[src/prefetch_consts.svh]
`ifndef PREFETCH_CONSTS_SVH
`define PREFETCH_CONSTS_SVH

////////////////////////////////////////////////////////////////////////////
// Prefetch subsystem sizing
////////////////////////////////////////////////////////////////////////////

// Fetch FIFO entries
// Also caps FIFO fill plus outstanding bus transactions
`define PF_FIFO_DEPTH 4

// Instruction address and data width
`define PF_ADDR_W 32

// Width of every count in the subsystem
// Must hold the values 0 up to PF_FIFO_DEPTH
`define PF_CNT_W 3

`endif

[src/prefetch_pkg.sv]
`include "prefetch_consts.svh"

package prefetch_pkg;

  ////////////////////////////////////////////////////////////////////////////
  // Shared prefetch types
  ////////////////////////////////////////////////////////////////////////////

  // One transaction request from the controller to the bus port
  typedef struct packed {
    // Word aligned fetch address
    logic [`PF_ADDR_W-1:0] addr;
  } fetch_trans_t;

  // One response word from the instruction bus
  typedef struct packed {
    // Instruction word
    logic [`PF_ADDR_W-1:0] data;
    // Bus error, passed along to the fetch stage untouched
    logic                  err;
  } fetch_resp_t;

  // Counts of FIFO entries and outstanding transactions
  // Range 0 to PF_FIFO_DEPTH
  typedef logic [`PF_CNT_W-1:0] fetch_cnt_t;

endpackage

[src/fetch_fifo.sv]
`include "prefetch_consts.svh"

module fetch_fifo
  import prefetch_pkg::*;
(
  input  logic        clk,
  input  logic        rst_n,

  // Branch, empties the FIFO
  input  logic        flush_i,

  // Write side
  input  logic        push_i,
  input  fetch_resp_t push_data_i,
  output fetch_cnt_t  cnt_o,

  // Read side toward the fetch stage
  output logic        valid_o,
  input  logic        ready_i,
  output fetch_resp_t data_o
);

  localparam int         PTR_W     = $clog2(`PF_FIFO_DEPTH);
  localparam fetch_cnt_t DEPTH_CNT = fetch_cnt_t'(`PF_FIFO_DEPTH);

  // Storage
  fetch_resp_t      mem [`PF_FIFO_DEPTH];

  logic [PTR_W-1:0] rd_ptr_q;
  logic [PTR_W-1:0] wr_ptr_q;
  fetch_cnt_t       cnt_q;

  logic             push;
  logic             pop;

  // Pointer advance with wrap at the last entry
  function automatic logic [PTR_W-1:0] ptr_next(input logic [PTR_W-1:0] ptr);
    if (ptr == PTR_W'(`PF_FIFO_DEPTH - 1)) begin
      return '0;
    end
    return ptr + 1'b1;
  endfunction

  ////////////////////////////////////////////////////////////////////////////
  // Read side
  ////////////////////////////////////////////////////////////////////////////

  assign valid_o = (cnt_q != '0);
  assign data_o  = mem[rd_ptr_q];
  assign cnt_o   = cnt_q;

  // Flush takes priority over both sides
  assign push = push_i && !flush_i;
  assign pop  = valid_o && ready_i && !flush_i;

  ////////////////////////////////////////////////////////////////////////////
  // Pointers and count
  ////////////////////////////////////////////////////////////////////////////

  always_ff @(posedge clk or negedge rst_n) begin
    if (!rst_n) begin
      rd_ptr_q <= '0;
      wr_ptr_q <= '0;
      cnt_q    <= '0;
    end else if (flush_i) begin
      rd_ptr_q <= '0;
      wr_ptr_q <= '0;
      cnt_q    <= '0;
    end else begin
      if (push) begin
        wr_ptr_q <= ptr_next(wr_ptr_q);
      end
      if (pop) begin
        rd_ptr_q <= ptr_next(rd_ptr_q);
      end
      // Push with pop leaves the count alone
      if (push && !pop) begin
        cnt_q <= cnt_q + 1'b1;
      end else if (pop && !push) begin
        cnt_q <= cnt_q - 1'b1;
      end
    end
  end

  // Entry write
  always_ff @(posedge clk) begin
    if (push) begin
      mem[wr_ptr_q] <= push_data_i;
    end
  end

  ////////////////////////////////////////////////////////////////////////////
  // Assertions
  ////////////////////////////////////////////////////////////////////////////

  // Controller issue limit keeps a slot free for every response
  a_no_push_full: assert property (
    @(posedge clk) disable iff (!rst_n)
    push_i |-> (cnt_q < DEPTH_CNT)
  );

endmodule

[src/obi_instr_port.sv]
`include "prefetch_consts.svh"

module obi_instr_port
  import prefetch_pkg::*;
(
  input  logic                  clk,
  input  logic                  rst_n,

  // Transaction request from the controller
  input  logic                  trans_valid_i,
  output logic                  trans_ready_o,
  input  fetch_trans_t          trans_i,

  // OBI address phase
  output logic                  bus_req_o,
  input  logic                  bus_gnt_i,
  output logic [`PF_ADDR_W-1:0] bus_addr_o
);

  // A request went out but has no grant yet
  logic         held_q;
  // Copy of that request
  fetch_trans_t held_trans_q;

  logic         capture;

  ////////////////////////////////////////////////////////////////////////////
  // Address phase drive
  ////////////////////////////////////////////////////////////////////////////

  // Held request wins, otherwise pass the controller straight through
  assign bus_req_o  = held_q ? 1'b1 : trans_valid_i;
  assign bus_addr_o = held_q ? held_trans_q.addr : trans_i.addr;

  // No new request while an old one waits for its grant
  assign trans_ready_o = !held_q;

  // Fresh request left ungranted, so freeze it
  assign capture = !held_q && trans_valid_i && !bus_gnt_i;

  always_ff @(posedge clk or negedge rst_n) begin
    if (!rst_n) begin
      held_q <= 1'b0;
    end else begin
      if (capture) begin
        held_q <= 1'b1;
      end else if (held_q && bus_gnt_i) begin
        held_q <= 1'b0;
      end
    end
  end

  // Payload copy
  always_ff @(posedge clk) begin
    if (capture) begin
      held_trans_q <= trans_i;
    end
  end

  ////////////////////////////////////////////////////////////////////////////
  // Assertions
  ////////////////////////////////////////////////////////////////////////////

  // OBI: an ungranted request stays up with the same address
  a_req_stable: assert property (
    @(posedge clk) disable iff (!rst_n)
    (bus_req_o && !bus_gnt_i) |=> (bus_req_o && $stable(bus_addr_o))
  );

endmodule

[src/prefetch_buffer.sv]
`include "prefetch_consts.svh"

module prefetch_buffer
  import prefetch_pkg::*;
(
  input  logic                  clk,
  input  logic                  rst_n,

  // Fetch stage side
  input  logic                  req_i,
  input  logic                  branch_i,
  input  logic [`PF_ADDR_W-1:0] branch_addr_i,
  output logic                  busy_o,

  // Instruction output
  output logic                  instr_valid_o,
  input  logic                  instr_ready_i,
  output fetch_resp_t           instr_o,

  // OBI instruction bus
  output logic                  bus_req_o,
  input  logic                  bus_gnt_i,
  output logic [`PF_ADDR_W-1:0] bus_addr_o,
  input  logic                  bus_rvalid_i,
  input  logic [`PF_ADDR_W-1:0] bus_rdata_i,
  input  logic                  bus_err_i
);

  // Controller to bus port
  logic         trans_valid;
  logic         trans_ready;
  fetch_trans_t trans;

  // Response path into the FIFO
  fetch_resp_t  bus_resp;
  logic         fifo_push;
  fetch_cnt_t   fifo_cnt;

  // Response word as the FIFO stores it
  assign bus_resp.data = bus_rdata_i;
  assign bus_resp.err  = bus_err_i;

  ////////////////////////////////////////////////////////////////////////////
  // Loop of controller, bus port and FIFO
  ////////////////////////////////////////////////////////////////////////////

  prefetch_controller i_prefetch_controller (
    .clk           (clk),
    .rst_n         (rst_n),
    .req_i         (req_i),
    .branch_i      (branch_i),
    .branch_addr_i (branch_addr_i),
    .busy_o        (busy_o),
    .trans_valid_o (trans_valid),
    .trans_ready_i (trans_ready),
    .trans_o       (trans),
    .resp_valid_i  (bus_rvalid_i),
    .fifo_push_o   (fifo_push),
    .fifo_cnt_i    (fifo_cnt)
  );

  obi_instr_port i_obi_instr_port (
    .clk           (clk),
    .rst_n         (rst_n),
    .trans_valid_i (trans_valid),
    .trans_ready_o (trans_ready),
    .trans_i       (trans),
    .bus_req_o     (bus_req_o),
    .bus_gnt_i     (bus_gnt_i),
    .bus_addr_o    (bus_addr_o)
  );

  // Branch empties the FIFO at the same edge the controller reloads
  fetch_fifo i_fetch_fifo (
    .clk         (clk),
    .rst_n       (rst_n),
    .flush_i     (branch_i),
    .push_i      (fifo_push),
    .push_data_i (bus_resp),
    .cnt_o       (fifo_cnt),
    .valid_o     (instr_valid_o),
    .ready_i     (instr_ready_i),
    .data_o      (instr_o)
  );

endmodule

[src/prefetch_controller.sv]
`include "prefetch_consts.svh"

module prefetch_controller
  import prefetch_pkg::*;
(
  input  logic                  clk,
  input  logic                  rst_n,

  // Fetch stage side
  input  logic                  req_i,
  input  logic                  branch_i,
  input  logic [`PF_ADDR_W-1:0] branch_addr_i,
  output logic                  busy_o,

  // Transaction request toward the bus port
  output logic                  trans_valid_o,
  input  logic                  trans_ready_i,
  output fetch_trans_t          trans_o,

  // Response strobe from the bus
  input  logic                  resp_valid_i,

  // FIFO side
  output logic                  fifo_push_o,
  input  fetch_cnt_t            fifo_cnt_i
);

  // Depth as a count value
  localparam fetch_cnt_t DEPTH_CNT = fetch_cnt_t'(`PF_FIFO_DEPTH);

  // Branch replay FSM
  typedef enum logic {
    IDLE,
    BRANCH_WAIT
  } pf_state_e;

  pf_state_e             state_q;
  pf_state_e             state_d;

  // Outstanding transactions
  fetch_cnt_t            cnt_q;
  fetch_cnt_t            cnt_d;
  logic                  count_up;
  logic                  count_down;

  // Responses of the old stream still to be dropped
  fetch_cnt_t            flush_cnt_q;
  fetch_cnt_t            flush_cnt_d;

  // FIFO fill plus outstanding in one extra bit so it cannot wrap
  logic [`PF_CNT_W:0]    fill_sum;

  // Address state
  logic [`PF_ADDR_W-1:0] addr_q;
  logic [`PF_ADDR_W-1:0] addr_incr;
  logic [`PF_ADDR_W-1:0] addr_aligned;
  logic [`PF_ADDR_W-1:0] trans_addr;

  logic                  trans_accept;

  ////////////////////////////////////////////////////////////////////////////
  // Issue
  ////////////////////////////////////////////////////////////////////////////

  // Word fetches only
  assign addr_aligned = {branch_addr_i[`PF_ADDR_W-1:2], 2'b00};
  assign addr_incr    = addr_q + `PF_ADDR_W'(4);

  // Every accepted request must find a free FIFO slot
  assign fill_sum      = {1'b0, fifo_cnt_i} + {1'b0, cnt_q};
  assign trans_valid_o = req_i && (fill_sum < {1'b0, DEPTH_CNT});
  assign trans_accept  = trans_valid_o && trans_ready_i;

  // Busy while anything is offered or still on the bus
  assign busy_o = (cnt_q != '0) || trans_valid_o;

  assign trans_o.addr = trans_addr;

  // Address select and branch replay
  always_comb begin
    state_d    = state_q;
    trans_addr = addr_q;
    unique case (state_q)
      IDLE: begin
        // Branch target goes out in the branch cycle itself
        trans_addr = branch_i ? addr_aligned : addr_incr;
        if (branch_i && !trans_accept) begin
          state_d = BRANCH_WAIT;
        end
      end
      BRANCH_WAIT: begin
        // Keep offering the stored target or a newer one
        trans_addr = branch_i ? addr_aligned : addr_q;
        if (trans_accept) begin
          state_d = IDLE;
        end
      end
      default: begin
        state_d = IDLE;
      end
    endcase
  end

  ////////////////////////////////////////////////////////////////////////////
  // Responses and counters
  ////////////////////////////////////////////////////////////////////////////

  // Drop responses that belong to the stream before the branch
  assign fifo_push_o = resp_valid_i && !(branch_i || (flush_cnt_q != '0));

  assign count_up   = trans_accept;
  // On an in-order bus each response retires one transaction
  assign count_down = resp_valid_i;

  always_comb begin
    unique case ({count_up, count_down})
      2'b10:   cnt_d = cnt_q + 1'b1;
      2'b01:   cnt_d = cnt_q - 1'b1;
      default: cnt_d = cnt_q;
    endcase
  end

  // Load with outstanding count at a branch
  // FIFO contents are dropped in the FIFO itself
  always_comb begin
    flush_cnt_d = flush_cnt_q;
    if (branch_i) begin
      flush_cnt_d = cnt_q;
      if (resp_valid_i && (cnt_q != '0)) begin
        flush_cnt_d = cnt_q - 1'b1;
      end
    end else if (resp_valid_i && (flush_cnt_q != '0)) begin
      flush_cnt_d = flush_cnt_q - 1'b1;
    end
  end

  always_ff @(posedge clk or negedge rst_n) begin
    if (!rst_n) begin
      state_q     <= IDLE;
      cnt_q       <= '0;
      flush_cnt_q <= '0;
      addr_q      <= '0;
    end else begin
      state_q     <= state_d;
      cnt_q       <= cnt_d;
      flush_cnt_q <= flush_cnt_d;
      // Remember the target at a branch and each accepted address
      if (branch_i || trans_accept) begin
        addr_q <= trans_addr;
      end
    end
  end

  ////////////////////////////////////////////////////////////////////////////
  // Assertions
  ////////////////////////////////////////////////////////////////////////////

  // Outstanding count stays within FIFO depth
  a_cnt_max: assert property (
    @(posedge clk) disable iff (!rst_n)
    cnt_q <= DEPTH_CNT
  );

endmodule

[config.mk]
export PLATFORM = sky130hd
export DESIGN_NAME = prefetch_buffer
export DESIGN_NICKNAME = d
export VERILOG_FILES = /design/src/prefetch_pkg.sv /design/src/fetch_fifo.sv /design/src/obi_instr_port.sv /design/src/prefetch_buffer.sv /design/src/prefetch_controller.sv
export VERILOG_INCLUDE_DIRS = /design/src
export SDC_FILE = /design/constraint.sdc
export NUM_CORES = 1
export LEC_CHECK = 0
export BUFFER_PORTS_ARGS = -buffer_cell sky130_fd_sc_hd__buf_2
export CORE_ASPECT_RATIO = 0.6
export CORE_MARGIN = 3
export CORE_UTILIZATION = 40
export DETAILED_ROUTE_END_ITERATION = 16
export SYNTH_ARGS = -nofsm -noshare
export SYNTH_HDL_FRONTEND = slang
export SYNTH_SLANG_ARGS = --single-unit
export TNS_END_PERCENT = 20
[constraint.sdc]
create_clock -name clk -period 9.96 [get_ports clk]
set_input_delay 1.494 -clock clk [delete_from_list [all_inputs] [get_ports clk]]
set_output_delay 1.494 -clock clk [all_outputs]
set_load 0.01 [all_outputs]
==> metrics.md <==
| Metric | Value |
|---|---|
| Status | complete, no violations |
| Biggest area consumer among synthesized cells | edfxtp_1 |
| Fin area | ~11000 sq um |
| Hold path depth | 1 |
| Leak | 4.140 nW |
| Cell Area, Placed | 10590 sq um |
| Crit path cell chain | buf_2 > buf_4 > or2_4 > nor4_1 > nand3_1 > mux2i_1 > mux2_2 > buf_2 |
| Final Cycle Share | a little under three fifths |
| Worst-Margin Slew | 1.029 ns |
| Largest net degree at the start of global routing | 56 |
| Critical path's top delay family | simple AND/OR/NAND/NOR gates |
| Seq/Total Area, Yosys | 63.56% |
| Layout Nets | 860 |
| Synthesis Warnings | 0 |
| Worst path max stage delay | slightly above 0.7 ns |
| Clk pwr share | between 30% and 40% |
| Setup ws final | 4.342 ns |
| CP required | 8.47 ns |
| Switching power | slightly below 0.0008 W |
| Pre-CTS setup slack | 4.436 ns |
| Internal power | around 0.0018 W |
| Worst Path Buf+Inv | 3 |
| Vias in the first global route | 5968 |
| Die width | 206.0 microns |
| Max-Cap Viols | 0 |
| Vias | 5956 |
| Yosys reg bits | about 210 |
| R2R depth | 6 |
| Minimum clock period | 5.619 ns |
| Hold Path Class | flip-flop to flip-flop |
| Crit. End Element | output port |
| Fill cells | about 2100 |
| Clk buf depth | 3 |
| M1 wire length | 10530 microns |
| WL/cell | 19.71 microns |
| # IOs | 140 |
| Finished Layout Cells | between 1000 and 1500 |
| CTS H-tree lvls | 1 |
| Die Y | 126.0 microns |
| Remaining DRCs | 0 |
| Relative slew slack | 31.14% |
| RSZ-0062 raised after global routing | no |
| Maximum fanout along the worst path | 55 |
| Commonest non-fill, non-tap cell in the layout | edfxtp_1 |
| Post-CTS setup buffer count | 0 |
| DR WL met2 | around 9400 microns |
| Synth Cell Area | roughly 9600 sq um |
| Overflow left after global routing | 0 |
| Primary FF master, synth | edfxtp_1 |
| Max Slew Vio Count | 0 |
| DP Wirelength | about 15000 microns |
| Cell row count | 43 |
| Routed wire length | 21740 microns |
| Sequential share of power | 43.2% |
| Clk_lat worst skew | between 0.4 and 0.5 ns |
| Post-CTS sizing | 0 |
| Clk sinks | about 210 |
| Initial core utilization | 41.11% |
| Number of antenna violations at the first check in global routing | 0 |
| Fraction of layout cells with a size suffix above 1 | between 30% and 40% |
| Final ANT Viol Nets | 0 |
| Antenna diodes | 0 |
| Most frequent cells in the layout | edfxtp_1, buf_2, dfrtp_1 |
| P&R area growth vs syn | 17.60% |
| Worst Path Arrival | 4.12 ns |
| Hold buffers post-CTS | 0 |
| Setup violations, final | 0 |
| Post-synth EDFFs | 164 |
| CTS tree | done |
| Comb pwr share | 25.8% |
| Final hold vios | 0 |
| Clk_skew | about 0.011 ns |
| Switch share | 29.82% |
| Syn Inst Count | 641 |
| GPL Wtd Cong | 0.8831 |
| CP Depth | 8 |
| Yosys cell types | 55 |
| Initial DRT Pass Iterations | 5 |
| Slowest CP cell | nor4_1 |
| Critical path's most frequent cell | buf_2 |
| DIE AREA | 25950 sq um |
| Cell Pwr Density | 232.8 nW/um^2 |
| Dpl cells | around 1100 |
| Reg clk slew, reported paths | 0.07 ns |
| Via/cell ratio | approximately 5.4 |
| Initial drt markers | 471 |
| Global router's overall resource usage | around 17% |
| VDD IR-drop max | 0.1330 mV |
| Synth top area cells | edfxtp_1, dfrtp_1, mux4_2 |
| Met3 routed WL | approximately 1500 microns |
| Max Used Layer | met4 |
| CTS Root Cell | clkbuf_16 |
| Post-synth top area share | 51.30% |
| Num CTS Buffers | 21 |
| Startpoint types | input port |
| First-pass GRT wire length | 33660 microns |
| Async SR Flop Fraction | 22.27% |
| Syn avg cell area | about 15 sq um |
| Syn nets | 727 |
| Setup TNS | 0 ns |
| IO Port Bufs | approximately 140 |
| Placeable Area | 23350 sq um |
| Post-layout util | between 40 and 50% |
| Fmax | 178.0 MHz |
| WS Path Type | input port to output port |
==> per-layer routing <==
metal | vias up | GRT usage (%)
met5 | - | 0
met4 | 0 | 2.791
met3 | 31 | 4.004
met2 | 198 | 24.32
met1 | 2989 | 25.77
li1 | 2738 | -
==> state kept, by name, indices dropped and copies added, names as in the netlist <==
register and flops:
i_fetch_fifo.cnt_o 3, i_fetch_fifo.mem 132, i_fetch_fifo.rd_ptr_q 2, i_fetch_fifo.wr_ptr_q 2, i_obi_instr_port.held_q 1, i_obi_instr_port.held_trans_q 32, i_prefetch_controller.addr_q 32, i_prefetch_controller.cnt_q 3
i_prefetch_controller.flush_cnt_q 3, i_prefetch_controller.state_q 1
==> path summary, 6_finish.rpt <==
| kind | start | endpoint | slack (ns) |
|---|---|---|---|
| setup / recovery | branch_i | bus_addr_o[21] | 4.34 |
| hold / removal | i_prefetch_controller.addr_q[0]$_DFFE_PN0P_ | i_prefetch_controller.addr_q[0]$_DFFE_PN0P_ | 0.50 |
| setup reg to reg | i_fetch_fifo.cnt_o[2]$_DFFE_PN0P_ | i_obi_instr_port.held_trans_q[14]$_DFFE_PP_ | 7.03 |
| hold reg to reg | i_prefetch_controller.addr_q[0]$_DFFE_PN0P_ | i_prefetch_controller.addr_q[0]$_DFFE_PN0P_ | 0.50 |
| max in group asynchronous | rst_n | i_fetch_fifo.rd_ptr_q[0]$_DFFE_PN0P_ | 8.34 |
| min in group asynchronous | rst_n | i_prefetch_controller.addr_q[16]$_DFFE_PN0P_ | 1.11 |
==> cells in the mapped netlist, types with 14 or more instances <==
library cell / number
clkbuf_1: 18
dfrtp_1: 47
edfxtp_1: 164
inv_1: 17
mux2_2: 38
mux2i_1: 42
mux4_2: 33
nand2_1: 33
nand3_1: 15
nand4_1: 14
nor2_1: 36
o21ai_0: 16
==> final cells by class <==
class | count | area [sq um] | area share (%)
Inverter | 18 | 67.56 | 0.5985
Clock inverter | 11 | 153.9 | 1.363
Sequential cell | 211 | 6102 | 54.06
Clock buffer | 26 | 544.3 | 4.822
Multi-Input combinational cell | 379 | 3296 | 29.20
Tap cell | 315 | 394.1 | 3.491
Timing Repair Buffer | 143 | 730.7 | 6.473
==> cell families after synthesis <==
logic type | Yosys count | share of synthesized area [%]
compound gates | 63 | 4.249
mux | 117 | 17.05
flops | 211 | 63.56
fa+ha+maj | 14 | 1.903
simple gates | 172 | 9.867
buf+inv | 51 | 2.190
xor+xnor | 13 | 1.186
==> power by group through the flow <==
stage / logic (W) / registers [W] / clock network, W
final: 0.000678 / 0.00114 / 0.000815
after floorplan: 0.000479 / 0.00112 / 0
after global routing: 0.000745 / 0.00115 / 0.000874
after global placement: 0.000663 / 0.00114 / 0
after CTS: 0.000688 / 0.00113 / 0.000838
after detailed placement: 0.000684 / 0.00115 / 0
==> metrics by stage <==
stage,hold slack [ns],total power [W]
final,0.5034,0.002628
after CTS,0.5037,0.002659
after detailed placement,0.4836,0.001834
after global routing,0.5221,0.002766
after global placement,0.4795,0.001807
after floorplan,0.4557,0.001595
Note: power is estimated with default switching activity, not from simulation.
